### config.mk
export PLATFORM = sky130hd
export DESIGN_NAME = vertex_job_control
export DESIGN_NICKNAME = d
export VERILOG_FILES = /design/src/common/graph_mem_pkg.sv /design/src/common/vertex_job_pkg.sv /design/src/verilog/sync_fifo.sv /design/src/vertex_fetch/vertex_read_requester.sv /design/src/vertex_fetch/cacheline_collector.sv /design/src/vertex_fetch/vertex_job_assembler.sv /design/src/verilog/vertex_job_control.sv
export SDC_FILE = /design/constraint.sdc
export NUM_CORES = 2
export LEC_CHECK = 0
export BUFFER_PORTS_ARGS = -buffer_cell sky130_fd_sc_hd__buf_4
export CAP_MARGIN = 20
export CELL_PAD_IN_SITES_DETAIL_PLACEMENT = 1
export CELL_PAD_IN_SITES_GLOBAL_PLACEMENT = 1
export CORE_ASPECT_RATIO = 2
export CORE_MARGIN = 2
export CORE_UTILIZATION = 35
export DETAILED_ROUTE_END_ITERATION = 10
export PLACE_DENSITY_LB_ADDON = 0.1
export SYNTH_ARGS = -nofsm -noshare
export SYNTH_HDL_FRONTEND = slang
export SYNTH_SLANG_ARGS = --single-unit
### constraint.sdc
create_clock -name clock -period 42.1 [get_ports clock]
set_input_delay 4.21 -clock clock [delete_from_list [all_inputs] [get_ports clock]]
set_output_delay 4.21 -clock clock [all_outputs]
set_load 0.005 [all_outputs]
### src/common/graph_mem_pkg.sv
// Graph memory definitions

package graph_mem_pkg;

	// Target array of a read command or response
	typedef enum logic [1:0] {
		ARRAY_IN_DEGREE  = 2'd0,
		ARRAY_OUT_DEGREE = 2'd1,
		ARRAY_EDGES_IDX  = 2'd2
	} array_kind_e;

	parameter int ARRAY_COUNT = 3;

	// Read sizes must be a power of two of bytes
	function automatic int unsigned cmd_size_bytes(
		input int unsigned vertices,
		input int unsigned vertex_bits
	);
		int unsigned bytes;
		int unsigned size;
		bytes = (vertices * vertex_bits + 7) / 8;
		size  = 1;
		for (int i = 0; i < 31; i++) begin
			if (size < bytes) begin
				size = size << 1;
			end
		end
		return size;
	endfunction

endpackage

### src/common/vertex_job_pkg.sv
// Vertex job definitions

package vertex_job_pkg;

	// Batch request FSM
	typedef enum logic [2:0] {
		REQ_IDLE       = 3'd0,
		REQ_INIT       = 3'd1,
		REQ_WAIT       = 3'd2,
		REQ_CALC       = 3'd3,
		REQ_IN_DEGREE  = 3'd4,
		REQ_OUT_DEGREE = 3'd5,
		REQ_EDGES_IDX  = 3'd6
	} vertex_req_state_e;

	// Width of one vertex field
	parameter int DEFAULT_VERTEX_BITS   = 32;
	// Vertices held in one cacheline
	parameter int DEFAULT_LINE_VERTICES = 4;
	parameter int DEFAULT_ADDR_BITS     = 32;
	parameter int DEFAULT_JOB_DEPTH     = 16;

endpackage

### src/verilog/sync_fifo.sv
// Synchronous FIFO
`timescale 1ns/1ps

module sync_fifo #(
	parameter int WIDTH = 8,
	parameter int DEPTH = 16,
	localparam int COUNT_BITS = $clog2(DEPTH + 1)
) (
	input  logic                  clock,
	input  logic                  rstn,
	input  logic                  push,
	input  logic [WIDTH-1:0]      data_in,
	input  logic                  pop,
	output logic [WIDTH-1:0]      data_out,
	output logic                  empty,
	output logic [COUNT_BITS-1:0] count
);

	localparam int PTR_BITS = (DEPTH > 1) ? $clog2(DEPTH) : 1;

	logic [WIDTH-1:0]    mem [DEPTH];
	logic [PTR_BITS-1:0] rd_ptr;
	logic [PTR_BITS-1:0] wr_ptr;
	logic                do_push;
	logic                do_pop;

	function automatic logic [PTR_BITS-1:0] ptr_next(input logic [PTR_BITS-1:0] ptr);
		return (ptr == PTR_BITS'(DEPTH - 1)) ? '0 : ptr + 1'b1;
	endfunction

	// Push is dropped when full, pop when empty
	assign do_push  = push && (count != COUNT_BITS'(DEPTH));
	assign do_pop   = pop && !empty;
	assign empty    = (count == '0);
	assign data_out = mem[rd_ptr];

	always_ff @(posedge clock) begin
		if (do_push) begin
			mem[wr_ptr] <= data_in;
		end
	end

	always_ff @(posedge clock or negedge rstn) begin
		if (!rstn) begin
			rd_ptr <= '0;
			wr_ptr <= '0;
			count  <= '0;
		end else begin
			if (do_push) begin
				wr_ptr <= ptr_next(wr_ptr);
			end
			if (do_pop) begin
				rd_ptr <= ptr_next(rd_ptr);
			end
			case ({do_push, do_pop})
				2'b10:   count <= count + 1'b1;
				2'b01:   count <= count - 1'b1;
				default: count <= count;
			endcase
		end
	end

endmodule

### src/vertex_fetch/vertex_read_requester.sv
// Vertex array read requester
`timescale 1ns/1ps

module vertex_read_requester
	import graph_mem_pkg::*, vertex_job_pkg::*;
#(
	parameter int VERTEX_BITS   = DEFAULT_VERTEX_BITS,
	parameter int LINE_VERTICES = DEFAULT_LINE_VERTICES,
	parameter int ADDR_BITS     = DEFAULT_ADDR_BITS,
	localparam int LINE_BYTES   = VERTEX_BITS * LINE_VERTICES / 8,
	localparam int SIZE_BITS    = $clog2(LINE_BYTES) + 1,
	localparam int COUNT_BITS   = $clog2(LINE_VERTICES + 1)
) (
	input  logic                   clock,
	input  logic                   rstn,
	input  logic                   enable,
	input  logic                   start,
	input  logic [VERTEX_BITS-1:0] num_vertices,
	input  logic [ADDR_BITS-1:0]   in_degree_base,
	input  logic [ADDR_BITS-1:0]   out_degree_base,
	input  logic [ADDR_BITS-1:0]   edges_idx_base,
	input  logic                   collector_idle,
	input  logic                   job_room,
	output logic                   cmd_valid,
	output array_kind_e            cmd_array,
	output logic [ADDR_BITS-1:0]   cmd_addr,
	output logic [SIZE_BITS-1:0]   cmd_size,
	output logic [COUNT_BITS-1:0]  cmd_count,
	output logic                   busy_req
);

	vertex_req_state_e      state;
	vertex_req_state_e      next_state;
	logic [VERTEX_BITS-1:0] remaining;
	logic [ADDR_BITS-1:0]   line_offset;
	logic [ADDR_BITS-1:0]   in_degree_start;
	logic [ADDR_BITS-1:0]   out_degree_start;
	logic [ADDR_BITS-1:0]   edges_idx_start;
	logic [COUNT_BITS-1:0]  batch_count;
	logic                   batch_go;

	// Next batch only once the previous one has fully drained
	assign batch_go    = collector_idle && job_room && (remaining != '0);
	assign batch_count = (remaining >= VERTEX_BITS'(LINE_VERTICES)) ?
		COUNT_BITS'(LINE_VERTICES) : COUNT_BITS'(remaining);
	assign busy_req    = (state != REQ_IDLE);

	//////////////////////////////
	// Batch FSM
	//////////////////////////////

	always_ff @(posedge clock or negedge rstn) begin
		if (!rstn) begin
			state <= REQ_IDLE;
		end else if (enable) begin
			state <= next_state;
		end
	end

	always_comb begin
		next_state = state;
		case (state)
			REQ_IDLE: begin
				if (start) begin
					next_state = REQ_INIT;
				end
			end
			REQ_INIT:       next_state = REQ_WAIT;
			REQ_WAIT: begin
				if (batch_go) begin
					next_state = REQ_CALC;
				end else if (remaining == '0 && collector_idle) begin
					next_state = REQ_IDLE;
				end
			end
			REQ_CALC:       next_state = REQ_IN_DEGREE;
			REQ_IN_DEGREE:  next_state = REQ_OUT_DEGREE;
			REQ_OUT_DEGREE: next_state = REQ_EDGES_IDX;
			REQ_EDGES_IDX:  next_state = REQ_WAIT;
			default:        next_state = REQ_IDLE;
		endcase
	end

	always_ff @(posedge clock or negedge rstn) begin
		if (!rstn) begin
			remaining   <= '0;
			line_offset <= '0;
		end else if (enable) begin
			case (state)
				REQ_IDLE: begin
					if (start) begin
						remaining <= num_vertices;
					end
				end
				REQ_INIT:      line_offset <= '0;
				REQ_CALC:      remaining   <= remaining - VERTEX_BITS'(batch_count);
				// Edge index is the last read of a batch
				REQ_EDGES_IDX: line_offset <= line_offset + ADDR_BITS'(LINE_BYTES);
				default: ;
			endcase
		end
	end

	always_ff @(posedge clock) begin
		if (enable && state == REQ_IDLE && start) begin
			in_degree_start  <= in_degree_base;
			out_degree_start <= out_degree_base;
			edges_idx_start  <= edges_idx_base;
		end
		if (enable && state == REQ_CALC) begin
			cmd_count <= batch_count;
			cmd_size  <= SIZE_BITS'(cmd_size_bytes(batch_count, VERTEX_BITS));
		end
	end

	//////////////////////////////
	// Command outputs
	//////////////////////////////

	always_comb begin
		cmd_valid = 1'b0;
		cmd_array = ARRAY_IN_DEGREE;
		cmd_addr  = in_degree_start + line_offset;
		case (state)
			REQ_IN_DEGREE: cmd_valid = enable;
			REQ_OUT_DEGREE: begin
				cmd_valid = enable;
				cmd_array = ARRAY_OUT_DEGREE;
				cmd_addr  = out_degree_start + line_offset;
			end
			REQ_EDGES_IDX: begin
				cmd_valid = enable;
				cmd_array = ARRAY_EDGES_IDX;
				cmd_addr  = edges_idx_start + line_offset;
			end
			default: ;
		endcase
	end

endmodule

### src/vertex_fetch/cacheline_collector.sv
// Cacheline response collector
`timescale 1ns/1ps

module cacheline_collector
	import graph_mem_pkg::*, vertex_job_pkg::*;
#(
	parameter int VERTEX_BITS   = DEFAULT_VERTEX_BITS,
	parameter int LINE_VERTICES = DEFAULT_LINE_VERTICES,
	localparam int LINE_BITS    = VERTEX_BITS * LINE_VERTICES,
	localparam int COUNT_BITS   = $clog2(LINE_VERTICES + 1)
) (
	input  logic                  clock,
	input  logic                  rstn,
	input  logic                  enable,
	input  logic                  cmd_valid,
	input  logic [COUNT_BITS-1:0] cmd_count,
	input  logic                  rsp_valid,
	input  array_kind_e           rsp_array,
	input  logic [LINE_BITS-1:0]  rsp_line,
	input  logic                  line_done,
	output logic                  lines_ready,
	output logic                  collector_idle,
	output logic [LINE_BITS-1:0]  in_degree_line,
	output logic [LINE_BITS-1:0]  out_degree_line,
	output logic [LINE_BITS-1:0]  edges_idx_line,
	output logic [COUNT_BITS-1:0] line_count
);

	logic [$clog2(ARRAY_COUNT+1)-1:0] outstanding;
	logic [ARRAY_COUNT-1:0]           captured;

	assign lines_ready    = (&captured) && (outstanding == '0);
	assign collector_idle = (captured == '0) && (outstanding == '0);

	// Reads in flight
	always_ff @(posedge clock or negedge rstn) begin
		if (!rstn) begin
			outstanding <= '0;
		end else if (enable) begin
			case ({cmd_valid, rsp_valid})
				2'b10:   outstanding <= outstanding + 1'b1;
				2'b01:   outstanding <= outstanding - 1'b1;
				default: outstanding <= outstanding;
			endcase
		end
	end

	// One flag per array slot
	always_ff @(posedge clock or negedge rstn) begin
		if (!rstn) begin
			captured <= '0;
		end else if (enable) begin
			if (line_done) begin
				captured <= '0;
			end else if (rsp_valid) begin
				captured[rsp_array] <= 1'b1;
			end
		end
	end

	always_ff @(posedge clock) begin
		if (enable && rsp_valid) begin
			case (rsp_array)
				ARRAY_IN_DEGREE:  in_degree_line  <= rsp_line;
				ARRAY_OUT_DEGREE: out_degree_line <= rsp_line;
				ARRAY_EDGES_IDX:  edges_idx_line  <= rsp_line;
				default: ;
			endcase
		end
		// All three commands of a batch carry the same count
		if (enable && cmd_valid) begin
			line_count <= cmd_count;
		end
	end

endmodule

### src/vertex_fetch/vertex_job_assembler.sv
// Vertex job assembler and queue
`timescale 1ns/1ps

module vertex_job_assembler
	import vertex_job_pkg::*;
#(
	parameter int VERTEX_BITS   = DEFAULT_VERTEX_BITS,
	parameter int LINE_VERTICES = DEFAULT_LINE_VERTICES,
	parameter int JOB_DEPTH     = DEFAULT_JOB_DEPTH,
	localparam int LINE_BITS    = VERTEX_BITS * LINE_VERTICES,
	localparam int COUNT_BITS   = $clog2(LINE_VERTICES + 1)
) (
	input  logic                   clock,
	input  logic                   rstn,
	input  logic                   enable,
	input  logic                   lines_ready,
	input  logic [LINE_BITS-1:0]   in_degree_line,
	input  logic [LINE_BITS-1:0]   out_degree_line,
	input  logic [LINE_BITS-1:0]   edges_idx_line,
	input  logic [COUNT_BITS-1:0]  line_count,
	input  logic                   job_pop,
	output logic                   line_done,
	output logic                   job_room,
	output logic                   job_valid,
	output logic [VERTEX_BITS-1:0] job_id,
	output logic [VERTEX_BITS-1:0] job_in_degree,
	output logic [VERTEX_BITS-1:0] job_out_degree,
	output logic [VERTEX_BITS-1:0] job_edges_idx,
	output logic [VERTEX_BITS-1:0] filtered_count,
	output logic                   pending
);

	localparam int LANE_BITS = (LINE_VERTICES > 1) ? $clog2(LINE_VERTICES) : 1;
	localparam int JOB_BITS  = 4 * VERTEX_BITS;
	localparam int FILL_BITS = $clog2(JOB_DEPTH + 1);

	logic [LANE_BITS-1:0]   lane;
	logic                   last_lane;
	logic [VERTEX_BITS-1:0] vertex_id;
	logic                   stage_valid;
	logic [VERTEX_BITS-1:0] stage_id;
	logic [VERTEX_BITS-1:0] stage_in;
	logic [VERTEX_BITS-1:0] stage_out;
	logic [VERTEX_BITS-1:0] stage_edges;
	logic                   push;
	logic                   drop;
	logic                   pop;
	logic [JOB_BITS-1:0]    job_word;
	logic                   queue_empty;
	logic [FILL_BITS-1:0]   queue_fill;

	// Byte 0 of a line sits in its top bits; fields are little-endian in memory
	function automatic logic [VERTEX_BITS-1:0] lane_field(
		input logic [LINE_BITS-1:0] line,
		input logic [LANE_BITS-1:0] idx
	);
		logic [VERTEX_BITS-1:0] raw;
		logic [VERTEX_BITS-1:0] swapped;
		raw = line[LINE_BITS - 1 - idx * VERTEX_BITS -: VERTEX_BITS];
		for (int b = 0; b < VERTEX_BITS / 8; b++) begin
			swapped[8*b +: 8] = raw[VERTEX_BITS - 8 - 8*b +: 8];
		end
		return swapped;
	endfunction

	//////////////////////////////
	// Lane walk
	//////////////////////////////

	assign last_lane = (COUNT_BITS'(lane) + COUNT_BITS'(1) == line_count);
	assign line_done = enable && lines_ready && last_lane;

	always_ff @(posedge clock or negedge rstn) begin
		if (!rstn) begin
			lane        <= '0;
			vertex_id   <= '0;
			stage_valid <= 1'b0;
		end else if (enable) begin
			stage_valid <= lines_ready;
			if (lines_ready) begin
				lane      <= last_lane ? '0 : lane + 1'b1;
				vertex_id <= vertex_id + 1'b1;
			end
		end
	end

	always_ff @(posedge clock) begin
		if (enable && lines_ready) begin
			stage_id    <= vertex_id;
			stage_in    <= lane_field(in_degree_line, lane);
			stage_out   <= lane_field(out_degree_line, lane);
			stage_edges <= lane_field(edges_idx_line, lane);
		end
	end

	//////////////////////////////
	// Filter and queue
	//////////////////////////////

	// No outgoing edges means no work for this vertex
	assign push = enable && stage_valid && (stage_out != '0);
	assign drop = enable && stage_valid && (stage_out == '0);
	assign pop  = enable && job_pop && !queue_empty;

	always_ff @(posedge clock or negedge rstn) begin
		if (!rstn) begin
			filtered_count <= '0;
		end else if (drop) begin
			filtered_count <= filtered_count + 1'b1;
		end
	end

	sync_fifo #(
		.WIDTH(JOB_BITS),
		.DEPTH(JOB_DEPTH)
	) job_queue (
		.clock   (clock),
		.rstn    (rstn),
		.push    (push),
		.data_in ({stage_id, stage_in, stage_out, stage_edges}),
		.pop     (pop),
		.data_out(job_word),
		.empty   (queue_empty),
		.count   (queue_fill)
	);

	assign {job_id, job_in_degree, job_out_degree, job_edges_idx} = job_word;
	assign job_valid = !queue_empty;

	// Room for a whole line, counting the record still in the stage
	assign job_room = (int'(queue_fill) + int'(stage_valid)) <= (JOB_DEPTH - LINE_VERTICES);
	assign pending  = stage_valid || lines_ready;

endmodule

### src/verilog/vertex_job_control.sv
// Vertex job fetcher top
`timescale 1ns/1ps

module vertex_job_control
	import graph_mem_pkg::*, vertex_job_pkg::*;
#(
	parameter int VERTEX_BITS   = DEFAULT_VERTEX_BITS,
	parameter int LINE_VERTICES = DEFAULT_LINE_VERTICES,
	parameter int ADDR_BITS     = DEFAULT_ADDR_BITS,
	parameter int JOB_DEPTH     = DEFAULT_JOB_DEPTH,
	localparam int LINE_BITS    = VERTEX_BITS * LINE_VERTICES,
	localparam int SIZE_BITS    = $clog2(LINE_BITS / 8) + 1,
	localparam int COUNT_BITS   = $clog2(LINE_VERTICES + 1)
) (
	input  logic                   clock,
	input  logic                   rstn,
	input  logic                   enable,
	input  logic                   start,
	input  logic [VERTEX_BITS-1:0] num_vertices,
	input  logic [ADDR_BITS-1:0]   in_degree_base,
	input  logic [ADDR_BITS-1:0]   out_degree_base,
	input  logic [ADDR_BITS-1:0]   edges_idx_base,
	input  logic                   rsp_valid,
	input  array_kind_e            rsp_array,
	input  logic [LINE_BITS-1:0]   rsp_line,
	output logic                   cmd_valid,
	output array_kind_e            cmd_array,
	output logic [ADDR_BITS-1:0]   cmd_addr,
	output logic [SIZE_BITS-1:0]   cmd_size,
	output logic [COUNT_BITS-1:0]  cmd_count,
	output logic                   job_valid,
	output logic [VERTEX_BITS-1:0] job_id,
	output logic [VERTEX_BITS-1:0] job_in_degree,
	output logic [VERTEX_BITS-1:0] job_out_degree,
	output logic [VERTEX_BITS-1:0] job_edges_idx,
	input  logic                   job_pop,
	output logic [VERTEX_BITS-1:0] filtered_count,
	output logic                   busy
);

	logic                  collector_idle;
	logic                  job_room;
	logic                  lines_ready;
	logic                  line_done;
	logic [LINE_BITS-1:0]  in_degree_line;
	logic [LINE_BITS-1:0]  out_degree_line;
	logic [LINE_BITS-1:0]  edges_idx_line;
	logic [COUNT_BITS-1:0] line_count;
	logic                  busy_req;
	logic                  pending;

	vertex_read_requester #(
		.VERTEX_BITS  (VERTEX_BITS),
		.LINE_VERTICES(LINE_VERTICES),
		.ADDR_BITS    (ADDR_BITS)
	) requester (
		.clock          (clock),
		.rstn           (rstn),
		.enable         (enable),
		.start          (start),
		.num_vertices   (num_vertices),
		.in_degree_base (in_degree_base),
		.out_degree_base(out_degree_base),
		.edges_idx_base (edges_idx_base),
		.collector_idle (collector_idle),
		.job_room       (job_room),
		.cmd_valid      (cmd_valid),
		.cmd_array      (cmd_array),
		.cmd_addr       (cmd_addr),
		.cmd_size       (cmd_size),
		.cmd_count      (cmd_count),
		.busy_req       (busy_req)
	);

	cacheline_collector #(
		.VERTEX_BITS  (VERTEX_BITS),
		.LINE_VERTICES(LINE_VERTICES)
	) collector (
		.clock          (clock),
		.rstn           (rstn),
		.enable         (enable),
		.cmd_valid      (cmd_valid),
		.cmd_count      (cmd_count),
		.rsp_valid      (rsp_valid),
		.rsp_array      (rsp_array),
		.rsp_line       (rsp_line),
		.line_done      (line_done),
		.lines_ready    (lines_ready),
		.collector_idle (collector_idle),
		.in_degree_line (in_degree_line),
		.out_degree_line(out_degree_line),
		.edges_idx_line (edges_idx_line),
		.line_count     (line_count)
	);

	vertex_job_assembler #(
		.VERTEX_BITS  (VERTEX_BITS),
		.LINE_VERTICES(LINE_VERTICES),
		.JOB_DEPTH    (JOB_DEPTH)
	) assembler (
		.clock          (clock),
		.rstn           (rstn),
		.enable         (enable),
		.lines_ready    (lines_ready),
		.in_degree_line (in_degree_line),
		.out_degree_line(out_degree_line),
		.edges_idx_line (edges_idx_line),
		.line_count     (line_count),
		.job_pop        (job_pop),
		.line_done      (line_done),
		.job_room       (job_room),
		.job_valid      (job_valid),
		.job_id         (job_id),
		.job_in_degree  (job_in_degree),
		.job_out_degree (job_out_degree),
		.job_edges_idx  (job_edges_idx),
		.filtered_count (filtered_count),
		.pending        (pending)
	);

	// Requester covers fetch, assembler covers the tail of the last line
	assign busy = busy_req || pending;

endmodule

; Yosys cells after proc, flatten, opt, wreduce, memory -nomap -nowiden
; Memories as Yosys holds them, arrays and structs flattened.
; Index checks and enable logic that the tools add are counted.
[word_totals]
regBits = 771
latchBits = 0
mem_bits_rw = 2048
mem_bits_ro = 0
inputBits = 264
out_inout_bits = 205
wordCells = 235
memories = 1
[op_classes]
add_sub_neg = 18
n_mul = 0
div = 0
n_lt_le_gt_ge = 35
n_eq_ne = 18
shift = 3
n_mux = 83
bitwise_logic = 1
n_reduce_logical = 50
[memory_table]
columns = name, words, width, read_ports, rd_ports_with_merged_regs, write_ports, line_no
row1 = assembler.job_queue.mem, 16, 128, 1, 0, 1, sync_fifo.sv:21  ; logic [WIDTH-1:0] mem [DEPTH];
[ops]
columns = op, n
row1 = $mux W32, 60
row2 = $lt A32 B29 Y1, 29
row3 = $shiftx A159 B33 Y32, 3
row4 = $pmux W32 S2, 3
row5 = $add A32 B32 Y32, 3
row6 = $add A32 B1 Y32 const B, 2
row7 = $logic_not A32 Y1, 2
row8 = $reduce_bool A32 Y1, 2
row9 = $add A32 B5 Y32 const B, 1
row10 = $ge A32 B3 Y1 const B, 1
row11 = $le A32 B5 Y1 const B, 1
row12 = $lt A32 B6 Y1, 1
row13 = $sub A32 B3 Y32, 1
row14 = $lt A1 B29 Y1 const A, 1
row15 = $logic_and A1 B1 Y1, 20
row16 = $mux W3, 6
row17 = $pmux W3 S6, 1
row18 = $reduce_and A2 Y1, 7
row19 = $pmux W5 S2, 1
row20 = $reduce_bool A2 Y1, 5
row21 = $add A8 B3 Y9 const B, 1
row22 = $eq A3 B3 Y1 const B, 3
row23 = $reduce_and A3 Y1, 3
row24 = $add A4 B1 Y4 const B, 2
row25 = 33 further kinds, 49

; Longest topological paths before layout
[depth]
word_depth = 95
ltp_mapped = 184
depth_no_buf = 177

; Cells and area by module
; Synthesis repeated with hierarchy kept, for this count alone.
[hier_totals]
cells_unflattened = 6410
hier_area_um2 = 114712.5
[modules_own_cells]
columns = mod, instances, cells_per_inst, area_per_inst_um2, seq_area_each_um2
row1 = sync_fifo, 1, 3904, 79700.2, 61824.3
row2 = vertex_read_requester, 1, 1550, 13640.6, 4699.5
row3 = cacheline_collector, 1, 413, 11881.4, 11746.3
row4 = vertex_job_assembler, 1, 542, 9484.1, 5520.3
row5 = vertex_job_control, 1, 1, 6.3, 0.0

; Worst setup path before layout
; No wires, ideal clock.
[synth_path]
kind = reg2reg
start = register requester.remaining[4]
end = register requester.cmd_size[4] (data pin)
setup_time_ns = 0.262
arrival_time_ns = 37.782
required_ns = 41.838
slack_ns = 4.056
path_stages_with_launch = 172
path_buffers = 6
synth_period_minus_slack_ns = 38.044
cell_sequence = dfrtp_1 or4_4 nor3_4 nand3_1 inv_2 nand2_1 ha_1 o21ai_0 nor2b_1 a21oi_1 mux2_2 ha_1 a2111o_1 nand2_1 nand2_1 mux2i_2 inv_1 ha_1 (+136 left out) buf_2 mux2_1 ha_1 a21oi_1 and2_1 o221a_1 buf_2 inv_2 o311ai_0 ha_1 o21a_1 o21ai_1 nor2b_1 mux2_2 ha_1 a211o_1 a311o_1 mux2_1
[synth_between]
elab_chain_len = 95
[synth_lines]
columns = element, line_no
row1 = from (decl), vertex_read_requester.sv:34  ; logic [VERTEX_BITS-1:0] remaining;
row2 = from (signal assigned), vertex_read_requester.sv:92  ; remaining <= num_vertices;
row3 = from (signal assigned), vertex_read_requester.sv:96  ; REQ_CALC: remaining <= remaining - VERTEX_BITS'(batch_count);
row4 = $ge A32 B3 Y1 (*), vertex_read_requester.sv:44  ; assign batch_count = (remaining >= VERTEX_BITS'(LINE_VERTICES)) ?
row5 = $mux W3 (*), vertex_read_requester.sv:44
row6 = $add A8 B3 Y9 (*), graph_mem_pkg.sv:21  ; bytes = (vertices * vertex_bits + 7) / 8;
row7 = $lt A1 B29 Y1, graph_mem_pkg.sv:24  ; if (size < bytes) begin
row8 = $mux W2, graph_mem_pkg.sv:24
row9 = $mux W32, vertex_read_requester.sv:110  ; if (enable && state == REQ_CALC) begin
row10 = $lt A32 B29 Y1, graph_mem_pkg.sv:24
row11 = $mux W32, graph_mem_pkg.sv:24
row12 = (+79 left out), n/a
row13 = $lt A32 B29 Y1, graph_mem_pkg.sv:24
row14 = $mux W32, graph_mem_pkg.sv:24
row15 = $mux W32, vertex_read_requester.sv:110
row16 = $lt A32 B29 Y1, graph_mem_pkg.sv:24
row17 = $mux W32, graph_mem_pkg.sv:24
row18 = $mux W32, vertex_read_requester.sv:110
row19 = $lt A32 B6 Y1, graph_mem_pkg.sv:24
row20 = $mux W5 (*), graph_mem_pkg.sv:24
row21 = to (signal assigned), vertex_read_requester.sv:112  ; cmd_size <= SIZE_BITS'(cmd_size_bytes(batch_count, VERTEX_BITS));
row22 = to (decl), vertex_read_requester.sv:27  ; output logic [SIZE_BITS-1:0] cmd_size,
; Every way passes the cells marked *; elsewhere a longest branch is shown, timed or not. The select of a mux whose other input is x is not followed.
; A chain may end at the register's enable or synchronous reset.

; Final worst setup path
[layout_path]
start = register requester.remaining[3]
end = register requester.cmd_size[4] (data pin)
; Same word-level chain as after synthesis.

==> run metrics <==
hold buffers post-CTS 0; commonest non-fill, non-tap cell in the layout edfxtp_1; CTS buffer count 274; register bit total from synthesis 2,815; drt pass-1 iters 5; Mapped Area 114,000 um^2; Post-Syn Instances 6,431; vias in the first global route 69,300; EDFF count, synth 2,667; post-route setup TNS 0 ps; top post-synthesis cells by area edfxtp_1 (71%), mux4_2 (7.0%), mux2i_1 (3.7%); Tmin final 39,540 ps; pwr/cell area 64.0 nW/um^2; mean area per synthesized cell 17.7 um^2; final estimated routing congestion in global placement 0.808; crit path max-delay cell type or4_4; ys flop type edfxtp_1; final hold vios 0; switching part of the total 32.9%; post-DP HPWL 219,000 um; Cell Int Power 0.00567 W; final instance area 132,000 um^2; Final Cycle Share 93.9%; max incr delay on CP 610 ps; commonest cells after routing, fill and taps aside edfxtp_1 (2,667), buf_4 (658), mux2i_1 (411), mux4_2 (352), o21ai_0 (347); nets 7,441; pre-CTS setup slack 211 ps; Register Area 83,800 um^2; Via density 5.41; Clk pin slew, worst setup/hold paths 70 ps; Seq pwr share 41.9%; post-synth top area share 70.5%; drt total wl 357,000 um; final worst setup slack 2560 ps; most used cell along the critical path ha_1; setup violators final 0; post-synthesis sequential area ratio 73.8%; DRC errors left 0; status finished clean; Clock Path Buffers 4; die area 329,000 um^2; initial antenna violation count 49; combinational power share 28.9%; Top delay family on crit path compound AO/OA/AOI/OAI gates; via count 62,700; R2R setup slack 2560 ps; Leak 44.6 nW; Netlist cell types 114; kind of critical path flop to flop; ys async rst share 5.26%; Multi-input gate area 28,800 um^2; grt total ovfl 0; fill count 31,600; clk_lat worst skew 890 ps; Post-DRT Antenna Nets 0; Critical Path Fanout Max 8; num rows 295; port bufs 468; Max Used Layer met5; Pwr Total 0.00845 W; Buf/Inv on CP 17; worst-margin pin slew 1240 ps; Setup crit start kind flop; layout cell share with drive strength beyond 1 23.0%; met1 WL 138,000 um; slew margin rel. 17.4%; Die Ht 810 um; Max IR drop VDD 0.0871 mV; Fin Clk Skew 72.8 ps; Starting Density 35.2%; largest net degree at the start of global routing 124; Clock Power Share 29.2%; Core ar. 323,000 um^2; area leader, netlist edfxtp_1; WP data arrival 40,140 ps; f_max 0.0253 GHz; Area growth syn-to-layout 16.3%; clk sinks 2,815; number of H-tree levels 5; Worst Hold Class flop to flop; CP required 42,700 ps; I/O pin count 469; Die Width 407 um; first-pass GRT wire length 509,000 um; metal3 WL 16,100 um; CTS root buf clkbuf_16; CTS tree built; Max Cap Violations 0; DRT iter0 DRCs 3,559; Post-DP Area 123,000 um^2; GRT Total Usage 21.6%; max-slew violations 0; routed length per instance 30.7 um; Syn Nets 6,798; Crit. End Element flop; Switching Power 0.00278 W; DR WL met2 193,000 um; synth warn 0
[power groups by stage]
stage          clock network (W)  registers, W  logic, W
2_1_floorplan                  0       0.00349   0.00139
3_3_place_gp                   0       0.00359   0.00252
3_5_place_dp                   0       0.00361   0.00254
4_1_cts                  0.00254       0.00355   0.00255
5_1_grt                  0.00262       0.00357   0.00266
6_report                 0.00247       0.00354   0.00244
[cell usage after synthesis, drive strengths merged, types with 102 or more instances]
master,instances
dfrtp,148
nand2,300
clkbuf,223
mux2,154
ha,102
edfxtp,2667
a22oi,139
o21ai,365
a221oi,134
mux4,352
a21oi,307
mux2i,416
nor2,216
[logic make-up after synthesis]
kind of cell | count (synthesis) | share of synthesized area (%)
XOR/XNOR | 123 | 0.949
adder cells (fa/ha/maj) | 103 | 1.14
AO/OA/AOI/OAI | 1237 | 7.11
multiplexers | 922 | 12.2
buffers and inverters | 367 | 1.24
AND/OR/NAND/NOR | 862 | 3.57
other | 2 | 0.00661
flip-flops | 2815 | 73.8
[what timing repair did]
action                                 4_1_cts  5_1_grt
endpoints found under the hold margin        0        0
pin swaps                                    0        8
cloned                                       0        0
setup endpoints to repair                    1        5
gates resized for setup                      1       53
setup buffers                                0        8
[sequential cells by signal, indices dropped and copies added (netlist names), 128 cells and up]
signal,cells
assembler.job_queue.mem,2048
collector.edges_idx_line,128
collector.in_degree_line,128
collector.out_degree_line,128
[routing by layer]
layer / up-vias / GRT usage [%]
li1: 27300 / -
met1: 33700 / 25.2
met2: 1276 / 40.4
met3: 430 / 3.70
met4: 38 / 5.47
met5: - / 0
[worst paths after layout]
path                       depth (start not counted)                               start                                       end
max                                              172  requester.remaining[3]$_DFFE_PN0P_           requester.cmd_size[4]$_DFFE_PP_
min                                                0    requester.cmd_count[1]$_DFFE_PP_         collector.line_count[1]$_DFFE_PP_
max reg2reg                                      172  requester.remaining[3]$_DFFE_PN0P_           requester.cmd_size[4]$_DFFE_PP_
min reg2reg                                        0    requester.cmd_count[1]$_DFFE_PP_         collector.line_count[1]$_DFFE_PP_
max in group asynchronous                          2                                rstn             assembler.lane[1]$_DFFE_PN0P_
min in group asynchronous                          1                                rstn  assembler.filtered_count[31]$_DFFE_PN0P_
[cell type report]
type                    count  area share [%]
well taps                4306            4.08
repair buffers            666            3.86
multi-input cells        3249            21.8
clock inverters           113           0.881
flip-flops and latches   2815            63.5
inverters                  68           0.197
diodes                     20          0.0379
clock buffers             369            5.67
[metrics by stage]
stage / util, % / cells / hold slack, ps
CTS: 40.8 / 11600 / 474
finish: 40.9 / 11600 / 472
detailed placement: 38.1 / 11100 / 455
global placement: 38.1 / 11100 / 444
global route: 40.9 / 11600 / 489
floorplan: - / 6431 / 441
Power figures use the tool's default switching activity.
